--- config.mk ---
export PLATFORM = sky130hd
export DESIGN_NAME = aes_cipher_control
export DESIGN_NICKNAME = d
export VERILOG_FILES = /design/src/design/aes_ctrl_pkg.sv /design/src/design/aes_ctrl_if.sv /design/src/design/aes_round_timer.sv /design/src/design/aes_key_sel.sv /design/src/design/aes_cipher_fsm.sv /design/src/design/aes_cipher_control.sv
export SDC_FILE = /design/constraint.sdc
export NUM_CORES = 1
export LEC_CHECK = 0
export BUFFER_PORTS_ARGS = -buffer_cell sky130_fd_sc_hd__clkbuf_2
export CORE_ASPECT_RATIO = 0.8
export CORE_MARGIN = 1.5
export CORE_UTILIZATION = 50
export CTS_BUF_LIST = sky130_fd_sc_hd__clkbuf_16
export CTS_CLUSTER_SIZE = 24
export DETAILED_ROUTE_END_ITERATION = 8
export PLACE_DENSITY = 0.78
export SYNTH_ARGS = -nofsm -noshare
export SYNTH_HDL_FRONTEND = slang
export SYNTH_SLANG_ARGS = --single-unit
--- constraint.sdc ---
create_clock -name clk_i -period 2.25 [get_ports clk_i]
set_input_delay 0.225 -clock clk_i [delete_from_list [all_inputs] [get_ports clk_i]]
set_output_delay 0.225 -clock clk_i [all_outputs]
set_load 0.01 [all_outputs]
--- src/design/aes_ctrl_pkg.sv ---
////////////////////
// Shared types for the AES cipher control unit
// Key length is one-hot, so values outside the enum decode as AES-128
////////////////////
`default_nettype none

package aes_ctrl_pkg;

  // Round counter width, covers up to 14 rounds
  parameter int RndCtrWidth = 4;

  typedef enum logic {
    CIPH_FWD = 1'b0,
    CIPH_INV = 1'b1
  } ciph_op_e;

  // One-hot key length
  typedef enum logic [2:0] {
    AES_128 = 3'b001,
    AES_192 = 3'b010,
    AES_256 = 3'b100
  } key_len_e;

  typedef enum logic [2:0] {
    CIPHER_CTRL_IDLE,
    CIPHER_CTRL_INIT,
    CIPHER_CTRL_ROUND,
    CIPHER_CTRL_FINISH,
    CIPHER_CTRL_CLEAR_S,
    CIPHER_CTRL_CLEAR_KD,
    CIPHER_CTRL_ERROR
  } cipher_state_e;

  // Phase as seen by the key selector decoder
  typedef enum logic [1:0] {PHASE_INIT, PHASE_ROUND, PHASE_FINISH, PHASE_OTHER} round_phase_e;

  typedef enum logic [1:0] {STATE_ROUND, STATE_INIT, STATE_CLEAR} state_sel_e;
  typedef enum logic [1:0] {ADD_RK_INIT, ADD_RK_ROUND, ADD_RK_FINAL} add_rk_sel_e;

  typedef enum logic [1:0] {
    KEY_FULL_ENC_INIT,
    KEY_FULL_DEC_INIT,
    KEY_FULL_ROUND,
    KEY_FULL_CLEAR
  } key_full_sel_e;

  typedef enum logic {KEY_DEC_EXPAND, KEY_DEC_CLEAR} key_dec_sel_e;

  typedef enum logic [1:0] {
    KEY_WORDS_0123,
    KEY_WORDS_2345,
    KEY_WORDS_4567,
    KEY_WORDS_ZERO
  } key_words_sel_e;

  typedef enum logic {ROUND_KEY_DIRECT, ROUND_KEY_MIXED} round_key_sel_e;

  // Total number of rounds for a key length
  function automatic logic [RndCtrWidth-1:0] num_rounds(key_len_e key_len);
    case (key_len)
      AES_192: return RndCtrWidth'(12);
      AES_256: return RndCtrWidth'(14);
      default: return RndCtrWidth'(10);
    endcase
  endfunction

endpackage

`default_nettype wire

--- src/design/aes_ctrl_if.sv ---
////////////////////
// Internal links between the control FSM, the round timer and the key decoder
// All signals are single-cycle combinational values, sampled by the receiver
////////////////////
`timescale 1ns/1ps
`default_nettype none

// Round bookkeeping between FSM and timer
interface round_if import aes_ctrl_pkg::*; ();
  // Load round total and clear round counter
  logic                   start;
  // Next round, clears the cycle counter
  logic                   step;
  // Hold cycle counter at zero
  logic                   cyc_clear;
  key_len_e               key_len;
  logic [RndCtrWidth-1:0] rnd_ctr;
  // Counter has reached the last regular round
  logic                   last_regular;
  // Minimum cycles per round have passed
  logic                   cyc_done;

  modport fsm   (output start, step, cyc_clear, key_len,
                 input  rnd_ctr, last_regular, cyc_done);
  modport timer (input  start, step, cyc_clear, key_len,
                 output rnd_ctr, last_regular, cyc_done);
endinterface

// Selector decode between FSM and key decoder
interface key_sel_if import aes_ctrl_pkg::*; ();
  round_phase_e   phase;
  ciph_op_e       op;
  key_len_e       key_len;
  logic           dec_key_gen;
  // Full key register load at command start
  logic           load;
  // Full key register wipe
  logic           clear;
  key_words_sel_e key_words_sel;
  round_key_sel_e round_key_sel;
  key_full_sel_e  key_full_sel;

  modport fsm (output phase, op, key_len, dec_key_gen, load, clear,
               input  key_words_sel, round_key_sel, key_full_sel);
  modport dec (input  phase, op, key_len, dec_key_gen, load, clear,
               output key_words_sel, round_key_sel, key_full_sel);
endinterface

`default_nettype wire

--- src/design/aes_round_timer.sv ---
////////////////////
// Round counter and minimum-cycles-per-round timer
// SBoxLatency must lie in 1..8, the cycle counter is 3 bits wide
////////////////////
`timescale 1ns/1ps
`default_nettype none

module aes_round_timer import aes_ctrl_pkg::*; #(
  parameter int SBoxLatency = 5
) (
  input  logic     clk_i,
  input  logic     rst_ni,
  round_if.timer   rnd
);

  localparam int              CycWidth = 3;
  localparam logic [CycWidth-1:0] CycMax = CycWidth'(SBoxLatency - 1);

  logic [RndCtrWidth-1:0] rnd_ctr_q;
  logic [RndCtrWidth-1:0] num_rounds_q;
  logic [CycWidth-1:0]    cyc_ctr_q;

  // Round total latched on start, counter runs on step
  always_ff @(posedge clk_i or negedge rst_ni) begin
    if (!rst_ni) begin
      rnd_ctr_q    <= '0;
      num_rounds_q <= '0;
    end else if (rnd.start) begin
      rnd_ctr_q    <= '0;
      num_rounds_q <= num_rounds(rnd.key_len);
    end else if (rnd.step) begin
      rnd_ctr_q    <= rnd_ctr_q + RndCtrWidth'(1);
    end
  end

  // Cycles since the last step, saturating
  always_ff @(posedge clk_i or negedge rst_ni) begin
    if (!rst_ni) begin
      cyc_ctr_q <= '0;
    end else if (rnd.cyc_clear || rnd.start || rnd.step) begin
      cyc_ctr_q <= '0;
    end else if (cyc_ctr_q < CycMax) begin
      cyc_ctr_q <= cyc_ctr_q + CycWidth'(1);
    end
  end

  assign rnd.rnd_ctr      = rnd_ctr_q;
  assign rnd.last_regular = rnd_ctr_q >= (num_rounds_q - RndCtrWidth'(1));
  assign rnd.cyc_done     = cyc_ctr_q >= CycMax;

  ////////////////////
  // Assertions
  ////////////////////

  // FSM never cuts a round short
  // AES-256 initial round is exempt, both first round keys are present at once
  a_step_after_latency: assert property (@(posedge clk_i) disable iff (!rst_ni)
      rnd.step && !(rnd_ctr_q == '0 && rnd.key_len == AES_256) |-> rnd.cyc_done)
    else $error("round step before minimum S-Box latency");

endmodule

`default_nettype wire

--- src/design/aes_key_sel.sv ---
////////////////////
// Key selector decoder, purely combinational
// Key words follow the round phase, ZERO outside INIT/ROUND/FINISH
////////////////////
`timescale 1ns/1ps
`default_nettype none

module aes_key_sel import aes_ctrl_pkg::*; (
  key_sel_if.dec sel
);

  logic fwd;
  logic init_phase;

  assign fwd        = sel.op == CIPH_FWD;
  assign init_phase = sel.phase == PHASE_INIT;

  // Key words for add-round-key
  always_comb begin
    if (sel.dec_key_gen || sel.phase == PHASE_OTHER) begin
      sel.key_words_sel = KEY_WORDS_ZERO;
    end else begin
      unique case (sel.key_len)
        AES_128: sel.key_words_sel = KEY_WORDS_0123;
        // Forward starts low and moves up, inverse the other way round
        AES_192: sel.key_words_sel = (init_phase == fwd) ? KEY_WORDS_0123 : KEY_WORDS_2345;
        AES_256: sel.key_words_sel = (init_phase == fwd) ? KEY_WORDS_0123 : KEY_WORDS_4567;
        default: sel.key_words_sel = KEY_WORDS_ZERO;
      endcase
    end
  end

  // Equivalent inverse cipher mixes the round key in regular rounds only
  assign sel.round_key_sel = (!fwd && sel.phase == PHASE_ROUND) ? ROUND_KEY_MIXED
                                                                : ROUND_KEY_DIRECT;

  // Full key register source
  always_comb begin
    if (sel.clear) begin
      sel.key_full_sel = KEY_FULL_CLEAR;
    end else if (sel.load) begin
      // Decryption key only for an inverse crypt, key generation starts from encryption key
      sel.key_full_sel = (!fwd && !sel.dec_key_gen) ? KEY_FULL_DEC_INIT : KEY_FULL_ENC_INIT;
    end else begin
      sel.key_full_sel = KEY_FULL_ROUND;
    end
  end

endmodule

`default_nettype wire

--- src/design/aes_cipher_fsm.sv ---
////////////////////
// AES cipher control FSM
// One command per input handshake, clear has priority over crypt
// ERROR is terminal, only reset leaves it
////////////////////
`timescale 1ns/1ps
`default_nettype none

module aes_cipher_fsm import aes_ctrl_pkg::*; (
  input  logic          clk_i,
  input  logic          rst_ni,
  // Command handshake
  input  logic          in_valid_i,
  output logic          in_ready_o,
  output logic          out_valid_o,
  input  logic          out_ready_i,
  // Command and config
  input  ciph_op_e      op_i,
  input  key_len_e      key_len_i,
  input  logic          crypt_i,
  input  logic          dec_key_gen_i,
  input  logic          key_clear_i,
  input  logic          data_out_clear_i,
  // Data path
  output state_sel_e    state_sel_o,
  output logic          state_we_o,
  output logic          sub_bytes_en_o,
  input  logic          sub_bytes_out_req_i,
  output logic          sub_bytes_out_ack_o,
  output add_rk_sel_e   add_rk_sel_o,
  // Key path
  output logic          key_full_we_o,
  output key_dec_sel_e  key_dec_sel_o,
  output logic          key_dec_we_o,
  output logic          key_expand_en_o,
  input  logic          key_expand_out_req_i,
  output logic          key_expand_out_ack_o,
  output logic          key_expand_clear_o,
  // Fault and alert
  input  logic          fatal_i,
  output logic          alert_o,
  round_if.fsm          rnd,
  key_sel_if.fsm        sel
);

  cipher_state_e state_d, state_q;
  logic crypt_d, crypt_q;
  logic dec_key_gen_d, dec_key_gen_q;
  logic key_clear_d, key_clear_q;
  logic data_out_clear_d, data_out_clear_q;
  logic do_crypt;
  logic advance;

  // Key generation wins when both crypt and key generation are requested
  assign do_crypt = crypt_q & ~dec_key_gen_q;

  assign rnd.key_len     = key_len_i;
  assign sel.key_len     = key_len_i;
  assign sel.op          = op_i;
  // In IDLE the decoder must see the incoming command for the key load
  assign sel.dec_key_gen = (state_q == CIPHER_CTRL_IDLE) ? dec_key_gen_i : dec_key_gen_q;

  always_comb begin
    in_ready_o           = 1'b0;
    out_valid_o          = 1'b0;
    state_sel_o          = STATE_ROUND;
    state_we_o           = 1'b0;
    sub_bytes_en_o       = 1'b0;
    sub_bytes_out_ack_o  = 1'b0;
    add_rk_sel_o         = ADD_RK_ROUND;
    key_full_we_o        = 1'b0;
    key_dec_sel_o        = KEY_DEC_EXPAND;
    key_dec_we_o         = 1'b0;
    key_expand_en_o      = 1'b0;
    key_expand_out_ack_o = 1'b0;
    key_expand_clear_o   = 1'b0;
    alert_o              = 1'b0;
    rnd.start            = 1'b0;
    rnd.step             = 1'b0;
    rnd.cyc_clear        = 1'b0;
    sel.phase            = PHASE_OTHER;
    sel.load             = 1'b0;
    sel.clear            = 1'b0;
    advance              = 1'b0;
    state_d              = state_q;
    crypt_d              = crypt_q;
    dec_key_gen_d        = dec_key_gen_q;
    key_clear_d          = key_clear_q;
    data_out_clear_d     = data_out_clear_q;

    unique case (state_q)
      CIPHER_CTRL_IDLE: begin
        in_ready_o    = 1'b1;
        rnd.cyc_clear = 1'b1;
        if (in_valid_i) begin
          if (key_clear_i || data_out_clear_i) begin
            key_clear_d      = key_clear_i;
            data_out_clear_d = data_out_clear_i;
            // Data output clear goes through a cleared state first
            state_d = data_out_clear_i ? CIPHER_CTRL_CLEAR_S : CIPHER_CTRL_CLEAR_KD;
          end else if (crypt_i || dec_key_gen_i) begin
            crypt_d            = crypt_i;
            dec_key_gen_d      = dec_key_gen_i;
            // Load input block, or clear it for key generation
            state_sel_o        = dec_key_gen_i ? STATE_CLEAR : STATE_INIT;
            state_we_o         = 1'b1;
            key_expand_clear_o = 1'b1;
            sel.load           = 1'b1;
            key_full_we_o      = 1'b1;
            rnd.start          = 1'b1;
            state_d            = CIPHER_CTRL_INIT;
          end else begin
            // Handshake without command
            state_d = CIPHER_CTRL_ERROR;
          end
        end
      end

      CIPHER_CTRL_INIT: begin
        sel.phase    = PHASE_INIT;
        add_rk_sel_o = ADD_RK_INIT;
        if (key_len_i != AES_256) begin
          // Wait for the first KeyExpand result
          key_expand_en_o = 1'b1;
          advance         = key_expand_out_req_i & rnd.cyc_done;
          key_full_we_o   = advance;
          key_expand_out_ack_o = advance;
        end else begin
          // Both first round keys already in the full key
          advance = 1'b1;
        end
        if (advance) begin
          state_we_o = do_crypt;
          rnd.step   = 1'b1;
          state_d    = CIPHER_CTRL_ROUND;
        end
      end

      CIPHER_CTRL_ROUND: begin
        sel.phase       = PHASE_ROUND;
        sub_bytes_en_o  = do_crypt;
        key_expand_en_o = 1'b1;
        advance = key_expand_out_req_i & rnd.cyc_done & (~do_crypt | sub_bytes_out_req_i);
        if (advance) begin
          sub_bytes_out_ack_o  = do_crypt;
          key_expand_out_ack_o = 1'b1;
          state_we_o           = do_crypt;
          key_full_we_o        = 1'b1;
          rnd.step             = 1'b1;
          if (rnd.last_regular) begin
            state_d = CIPHER_CTRL_FINISH;
            if (dec_key_gen_q) begin
              // Decryption key ready, finish here if the handshake is taken
              key_dec_we_o = 1'b1;
              out_valid_o  = 1'b1;
              if (out_ready_i) begin
                crypt_d       = 1'b0;
                dec_key_gen_d = 1'b0;
                state_d       = CIPHER_CTRL_IDLE;
              end
            end
          end
        end
      end

      CIPHER_CTRL_FINISH: begin
        sel.phase      = PHASE_FINISH;
        add_rk_sel_o   = ADD_RK_FINAL;
        // State is wiped on exit
        state_sel_o    = STATE_CLEAR;
        sub_bytes_en_o = do_crypt;
        advance        = dec_key_gen_q | (sub_bytes_out_req_i & rnd.cyc_done);
        out_valid_o    = advance;
        if (advance && out_ready_i) begin
          sub_bytes_out_ack_o = do_crypt;
          state_we_o          = 1'b1;
          crypt_d             = 1'b0;
          dec_key_gen_d       = 1'b0;
          state_d             = CIPHER_CTRL_IDLE;
        end
      end

      CIPHER_CTRL_CLEAR_S: begin
        rnd.cyc_clear = 1'b1;
        state_sel_o   = STATE_CLEAR;
        state_we_o    = 1'b1;
        state_d       = CIPHER_CTRL_CLEAR_KD;
      end

      CIPHER_CTRL_CLEAR_KD: begin
        rnd.cyc_clear = 1'b1;
        if (key_clear_q) begin
          sel.clear     = 1'b1;
          key_full_we_o = 1'b1;
          key_dec_sel_o = KEY_DEC_CLEAR;
          key_dec_we_o  = 1'b1;
        end
        // Pass the cleared state through to the data output
        if (data_out_clear_q) begin
          add_rk_sel_o = ADD_RK_INIT;
        end
        out_valid_o = 1'b1;
        if (out_ready_i) begin
          key_clear_d      = 1'b0;
          data_out_clear_d = 1'b0;
          state_d          = CIPHER_CTRL_IDLE;
        end
      end

      CIPHER_CTRL_ERROR: begin
        rnd.cyc_clear = 1'b1;
        alert_o       = 1'b1;
      end

      default: begin
        state_d = CIPHER_CTRL_ERROR;
      end
    endcase

    // Any fault wins over the regular flow
    if (fatal_i) begin
      state_d = CIPHER_CTRL_ERROR;
    end
  end

  always_ff @(posedge clk_i or negedge rst_ni) begin
    if (!rst_ni) begin
      state_q          <= CIPHER_CTRL_IDLE;
      crypt_q          <= 1'b0;
      dec_key_gen_q    <= 1'b0;
      key_clear_q      <= 1'b0;
      data_out_clear_q <= 1'b0;
    end else begin
      state_q          <= state_d;
      crypt_q          <= crypt_d;
      dec_key_gen_q    <= dec_key_gen_d;
      key_clear_q      <= key_clear_d;
      data_out_clear_q <= data_out_clear_d;
    end
  end

  ////////////////////
  // Assertions
  ////////////////////

  // Result is held until taken, unless a fault intervenes
  a_out_valid_hold: assert property (@(posedge clk_i) disable iff (!rst_ni)
      out_valid_o && !out_ready_i && !fatal_i |=> out_valid_o)
    else $error("out_valid_o dropped before handshake");

  // A fault always ends in the alert state, which is never left
  a_fatal_alert: assert property (@(posedge clk_i) disable iff (!rst_ni)
      fatal_i |=> alert_o && state_q == CIPHER_CTRL_ERROR)
    else $error("fatal_i did not raise alert_o");

  a_alert_sticky: assert property (@(posedge clk_i) disable iff (!rst_ni)
      alert_o |=> alert_o)
    else $error("alert_o left without reset");

endmodule

`default_nettype wire

--- src/design/aes_cipher_control.sv ---
////////////////////
// AES cipher control unit top level
// SubBytes and KeyExpand hold req until ack
// SBoxLatency sets the minimum cycles per round, 1..8
////////////////////
`timescale 1ns/1ps
`default_nettype none

module aes_cipher_control import aes_ctrl_pkg::*; #(
  parameter int SBoxLatency = 5
) (
  input  logic                   clk_i,
  input  logic                   rst_ni,
  input  logic                   in_valid_i,
  output logic                   in_ready_o,
  output logic                   out_valid_o,
  input  logic                   out_ready_i,
  input  ciph_op_e               op_i,
  input  key_len_e               key_len_i,
  input  logic                   crypt_i,
  input  logic                   dec_key_gen_i,
  input  logic                   key_clear_i,
  input  logic                   data_out_clear_i,
  output state_sel_e             state_sel_o,
  output logic                   state_we_o,
  output logic                   sub_bytes_en_o,
  input  logic                   sub_bytes_out_req_i,
  output logic                   sub_bytes_out_ack_o,
  output add_rk_sel_e            add_rk_sel_o,
  output key_full_sel_e          key_full_sel_o,
  output logic                   key_full_we_o,
  output key_dec_sel_e           key_dec_sel_o,
  output logic                   key_dec_we_o,
  output logic                   key_expand_en_o,
  input  logic                   key_expand_out_req_i,
  output logic                   key_expand_out_ack_o,
  output logic                   key_expand_clear_o,
  output key_words_sel_e         key_words_sel_o,
  output round_key_sel_e         round_key_sel_o,
  output logic [RndCtrWidth-1:0] rnd_ctr_o,
  input  logic                   fatal_i,
  output logic                   alert_o
);

  round_if   u_rnd_if ();
  key_sel_if u_sel_if ();

  aes_cipher_fsm u_fsm (
    .clk_i,
    .rst_ni,
    .in_valid_i,
    .in_ready_o,
    .out_valid_o,
    .out_ready_i,
    .op_i,
    .key_len_i,
    .crypt_i,
    .dec_key_gen_i,
    .key_clear_i,
    .data_out_clear_i,
    .state_sel_o,
    .state_we_o,
    .sub_bytes_en_o,
    .sub_bytes_out_req_i,
    .sub_bytes_out_ack_o,
    .add_rk_sel_o,
    .key_full_we_o,
    .key_dec_sel_o,
    .key_dec_we_o,
    .key_expand_en_o,
    .key_expand_out_req_i,
    .key_expand_out_ack_o,
    .key_expand_clear_o,
    .fatal_i,
    .alert_o,
    .rnd                  (u_rnd_if.fsm),
    .sel                  (u_sel_if.fsm)
  );

  aes_round_timer #(
    .SBoxLatency (SBoxLatency)
  ) u_timer (
    .clk_i,
    .rst_ni,
    .rnd    (u_rnd_if.timer)
  );

  aes_key_sel u_key_sel (
    .sel (u_sel_if.dec)
  );

  // Decoded selectors and round count out to the data path
  assign key_full_sel_o  = u_sel_if.key_full_sel;
  assign key_words_sel_o = u_sel_if.key_words_sel;
  assign round_key_sel_o = u_sel_if.round_key_sel;
  assign rnd_ctr_o       = u_rnd_if.rnd_ctr;

endmodule

`default_nettype wire

Word-level counts from Yosys, hierarchy flattened
Cells that the tools add are included.

word-level totals
  bits in registers = 18
  latch bits = 0
  RAM bits = 0
  bits in read-only memories = 0
  output and inout port bits = 25
  memories = 0

operators by class
  $add $sub $neg = 3
  multiply operators = 0
  div/mod/pow operators = 0
  magnitude comparators = 3
  eq/ne operators = 30
  shift operators = 0
  mux-type cells = 89
  bitwise gates (word level) = 9
  reductions and logical operators = 22

operators with widths
  kind                   count
  $mux W1                48
  $mux W3                12
  $pmux W3 S7            1
  $mux W2                9
  $pmux W2 S3            3
  $ne A2 B2 Y1 const B   7
  $pmux W1 S2            7
  $reduce_and A7 Y1      2
  $eq A3 B3 Y1 const B   4
  $ne A3 B2 Y1 const B   4
  $eq A3 B2 Y1 const B   3
  $ne A3 B3 Y1 const B   3
  $pmux W1 S3            3
  $reduce_and A9 Y1      1
  $mux W4                2
  $ne A2 B1 Y1 const B   4
  $eq A3 B1 Y1 const B   2
  $pmux W3 S2            1
  $reduce_bool A2 Y1     3
  $logic_or A1 B1 Y1     5
  $pmux W1 S5            1
  $add A4 B1 Y4 const B  1
  $and A1 B1 Y1          4
  $ge A4 B4 Y1           1
  other kinds (19)       25

Longest topological paths before layout
  word-level depth = 9
  depth in mapped cells = 9
  mapped depth without buffers = 9

Modules after synthesis
A second synthesis with hierarchy kept.

second synthesis, totals
  cell total of the unflattened synthesis = 182
  area total of the unflattened synthesis = 1477.7 µm²

by module, submodules not included
  module           times used  cells an instance  area each (µm²)  seq. area each (µm²)
  aes_cipher_fsm   1           114                789.5            175.2
  aes_round_timer  1           53                 561.8            250.2
  aes_key_sel      1           15                 126.4            0.0

Worst setup path after synthesis
No wires, ideal clock.

  path type = reg2out
  start = register u_timer.num_rounds_q[1]
  end = output port out_valid_o
  arrival time = 1815 ps
  setup slack = 210 ps
  cell stages (with the launch flop) = 9
  path buffers = 0
  cell sequence = dfrtp_1 > inv_1 > ha_1 > xnor2_1 > ha_1 > nand2_1 > o21a_1 > or3_2 > o21ai_0

on the way
  cells in the longest elaborated chain, start to end = 5

ends and longest elaborated chain
  what                    line                      source
  from (decl)             aes_round_timer.sv:20     logic [RndCtrWidth-1:0] num_rounds_q;
  from (signal assigned)  aes_round_timer.sv:30     num_rounds_q <= num_rounds(rnd.key_len);
  $sub A4 B1 Y4           aes_round_timer.sv:48     assign rnd.last_regular = rnd_ctr_q >= (num_rounds_q - RndCtrWidth'(1));
  $ge A4 B4 Y1            aes_round_timer.sv:48
  $mux W1                 aes_cipher_fsm.sv:150     if (rnd.last_regular) begin
  $mux W1                 aes_cipher_fsm.sv:144     if (advance) begin
  $pmux W1 S3             aes_cipher_fsm.sv:91      unique case (state_q)
  to (decl)               aes_cipher_control.sv:16  output logic out_valid_o,

No other way between the ends.

Final worst setup path
Ends and elaborated chain as after synthesis.

==> summary.md <==
| Metric | Value |
|---|---|
| Post-route ant nets | `0` |
| CTS tree | `done` |
| Synth top area share | `between 30% and 40%` |
| Leakage Power | `around 0.85 nW` |
| Crit-path max FO | `2` |
| Worst setup path class | `flip-flop to primary output` |
| First-pass DRT Iterations | `5` |
| Failing checks | `negative setup slack` |
| Skew final | `0.00146 ns` |
| Synthesized net count | `199` |
| Crit path arrival time | `2.04 ns` |
| Hold Path Sink | `u_fsm.state_q[0]` |
| Slew HR | `65.2%` |
| Die X | `61.4 um` |
| Unrepaired setup endpoints after global routing | `true` |
| Final period utilization | `101%` |
| DRC Markers | `0` |
| CTS H-tree lvls | `1` |
| IO Count | `40` |
| Synthesized area | `1360 um2` |
| Routed WL | `4070 um` |
| Routability cong. | `between 0.8 and 0.9` |
| Global-route wire length before repair | `about 6700 um` |
| Reg2reg start | `u_timer.num_rounds_q[1]` |
| Port bufs | `39` |
| CP endpoint kind | `primary output` |
| DR iter-0 viols | `114` |
| Hold Worst Slack | `0.184 ns` |
| Slew Viols, Final | `0` |
| Synth area leaders | `dfrtp_1 (31%), nor2_1 (6.1%), ha_1 (5.5%)` |
| Worst Tran Pin Value | `0.521 ns` |
| Hold_sp | `fatal_i` |
| Clock Path Buffers | `2` |
| Die height | `49.7 um` |
| VDD IR-drop max | `approximately 0.34 mV` |
| Maximum clock rate | `0.442 GHz` |
| Via density | `~5.8` |
| Post-layout util | `71.3%` |
| Post-Syn Area per Cell | `7.66 um2` |
| Overall global routing resource usage | `between 20% and 30%` |
| Total grt overflow | `0` |
| Synth unique cells | `44` |
| Crit path from | `u_timer.num_rounds_q[1]` |
| CP Data Required Time | `2.03 ns` |
| Layout cells sized above 1 | `31.0%` |
| Drt wl/cell | `about 16 um` |
| CP max-delay cell | `dfrtp_1` |
| Clock transition at path regs | `0.05 ns` |
| Clk_lat worst skew | `approximately 0.25 ns` |
| Via count | `1507` |
| Pwr Density | `452 nW/um2` |
| Critical-path cell list | `inv_2 > ha_4 > xnor2_1 > ha_1 > nand2_1 > o21a_1 > or3_4 > o21ai_2 > buf_2` |
| Worst R2R Path Depth | `10` |
| CP peak stage delay | `0.37 ns` |
| Post-detail-place hpwl | `3070 um` |
| Final setup viols | `1` |
| Crit start category | `flip-flop` |
| Setup ws final | `-0.0116 ns` |
| Vias in the first global route | `1498` |
| Number of diodes | `0` |
| Initial core utilization | `a little over half` |
| Area delta synth->final | `31.9%` |
| FFs w/ async S/R, synth | `100%` |
| EDFF count, synth | `0` |
| Die area | `3050 um2` |
| FF+latch count, synth | `17` |
| Reg2Reg Capture Point | `u_fsm.state_q[0]` |
| Final nets | `248` |
| Seq/Total Area, Yosys | `31.2%` |
| Initial antenna violation count | `0` |
| Synth Instances | `approximately 180` |
| Post-synth top flop | `dfrtp_1` |
| Tmin final | `between 2 and 2.5 ns` |
| Ys Warns | `0` |
| Max cap viols | `0` |
| Total core area | `2520 um2` |
| Clock Sinks | `17` |
| Hold Crit Class | `primary input to flip-flop` |
| Yosys top cell by area | `dfrtp_1` |
| Final hold viol count | `0` |
| Hold depth | `2` |
| Flop-to-flop setup slack | `around 0.2 ns` |
| Pwr Total | `0.813 mW` |
| Largest net degree at the start of global routing | `18` |
| CTS root buf | `clkbuf_16` |
| Number of buffers created by CTS | `3` |
| Row count | `16` |
| Outcome | `complete, but fails checks` |
## critical path: cells and delay by family, from the launching register on
kind / cells / cell delay (ns)
flops: 1 / 0.37
xor+xnor: 1 / 0.11
simple gates: 2 / 0.40
buf+inv: 2 / 0.21
fa+ha+maj: 2 / 0.44
compound gates: 2 / 0.25
## cell usage in the layout (no fill, tap or decap), drive strengths merged, types with 2 or more instances in the layout
cell	count
inv	9
a31oi	2
or3	7
o21a	3
mux2i	3
xor2	2
o31a	2
nor3	4
a21o	2
a21oi	14
nand2	21
nand4	2
xnor2	2
nor3b	5
nand2b	10
and2	2
nand3	6
nor2b	4
o21ai	13
dfrtp	17
ha	6
nor2	22
clkbuf	40
buf	13
## power breakdown
group	internal [mW]	total [mW]	switching, mW	leakage [nW]
clock	0.238	0.357	0.119	0.0409
sequential	0.323	0.341	0.0173	0.207
combinational	0.0507	0.114	0.0637	0.601
## routing by layer
metal  vias to the layer above  part of all wire, %  track usage [%]
li1                        717                    -                -
met1                       695                   42             37.2
met2                        83                   49             48.0
met3                        12                  7.2             5.77
met4                         0                  1.4             6.74
met5                         -                    0                0
## logic make-up (layout without fill, tap and decap cells)
family,count (synthesis),count (layout),share of synthesized area [%]
buffers and inverters,16,64,4.77
muxes,3,3,2.20
DFF,17,17,31.2
and+or+nand+nor,87,87,32.6
AOI/OAI and AO/OA,45,45,21.2
xor gates and xnor gates,4,4,2.57
adders and majority gates,6,6,5.50
## registers in the layout (all words and copies together) (netlist names)
register / cells
u_timer.rnd.rnd_ctr: 4
u_timer.num_rounds_q: 3
u_fsm.state_q: 3
u_fsm.data_out_clear_q: 1
u_fsm.crypt_q: 1
u_timer.cyc_ctr_q: 3
u_fsm.dec_key_gen_q: 1
u_fsm.key_clear_q: 1
## cells in the mapped netlist, types with 3 or more instances
library cell / number
nor2_1: 22
buf_2: 4
ha_1: 6
nand3_1: 6
nor3b_1: 5
nor3_1: 4
dfrtp_1: 17
o21a_1: 3
o21ai_0: 13
inv_1: 9
or3_1: 5
nor2b_1: 4
a21oi_1: 12
nand2b_1: 10
nand2_1: 20
mux2i_1: 3
clkbuf_1: 3
## worst max-delay path by stage
stage / cells after the start / to / slack (ns)
2_1_floorplan: 8 / out_valid_o / 0.21
6_report: 9 / out_valid_o / -0.01
3_5_place_dp: 9 / out_valid_o / 0.06
5_1_grt: 9 / out_valid_o / -0.09
4_1_cts: 9 / out_valid_o / 0.01
3_3_place_gp: 9 / out_valid_o / 0.11
## what timing repair did
action                                  CTS  global route
hold buffers                              1             0
endpoints found under the setup margin    2             5
gates cloned                              0             0
pin swaps                                 2             1
endpoints found under the hold margin    17             0
setup buffers                             1             1
resized for setup                         8             6
## stage by stage
step / setup WS, ns / instances / setup TNS, ns / cell area, um2
2_1_floorplan: 0.210 / 178 / 0 / 1360
3_3_place_gp: 0.113 / 255 / 0 / 1640
3_5_place_dp: 0.0575 / 255 / 0 / 1640
4_1_cts: 0.0127 / 261 / 0 / 1770
5_1_grt: -0.0894 / 262 / -0.160 / 1800
6_report: -0.0116 / 262 / -0.0116 / 1800
## final cells by class
class / instances / area (um2)
Sequential cell: 17 / 427
Multi-Input combinational cell: 145 / 920
Fill cell: 223 / 723
Clock buffer: 3 / 75.1
Tap cell: 36 / 45.0
Clock inverter: 1 / 5.00
Inverter: 9 / 33.8
Timing Repair Buffer: 51 / 294
No activity file was read; power rests on OpenSTA's default activity.
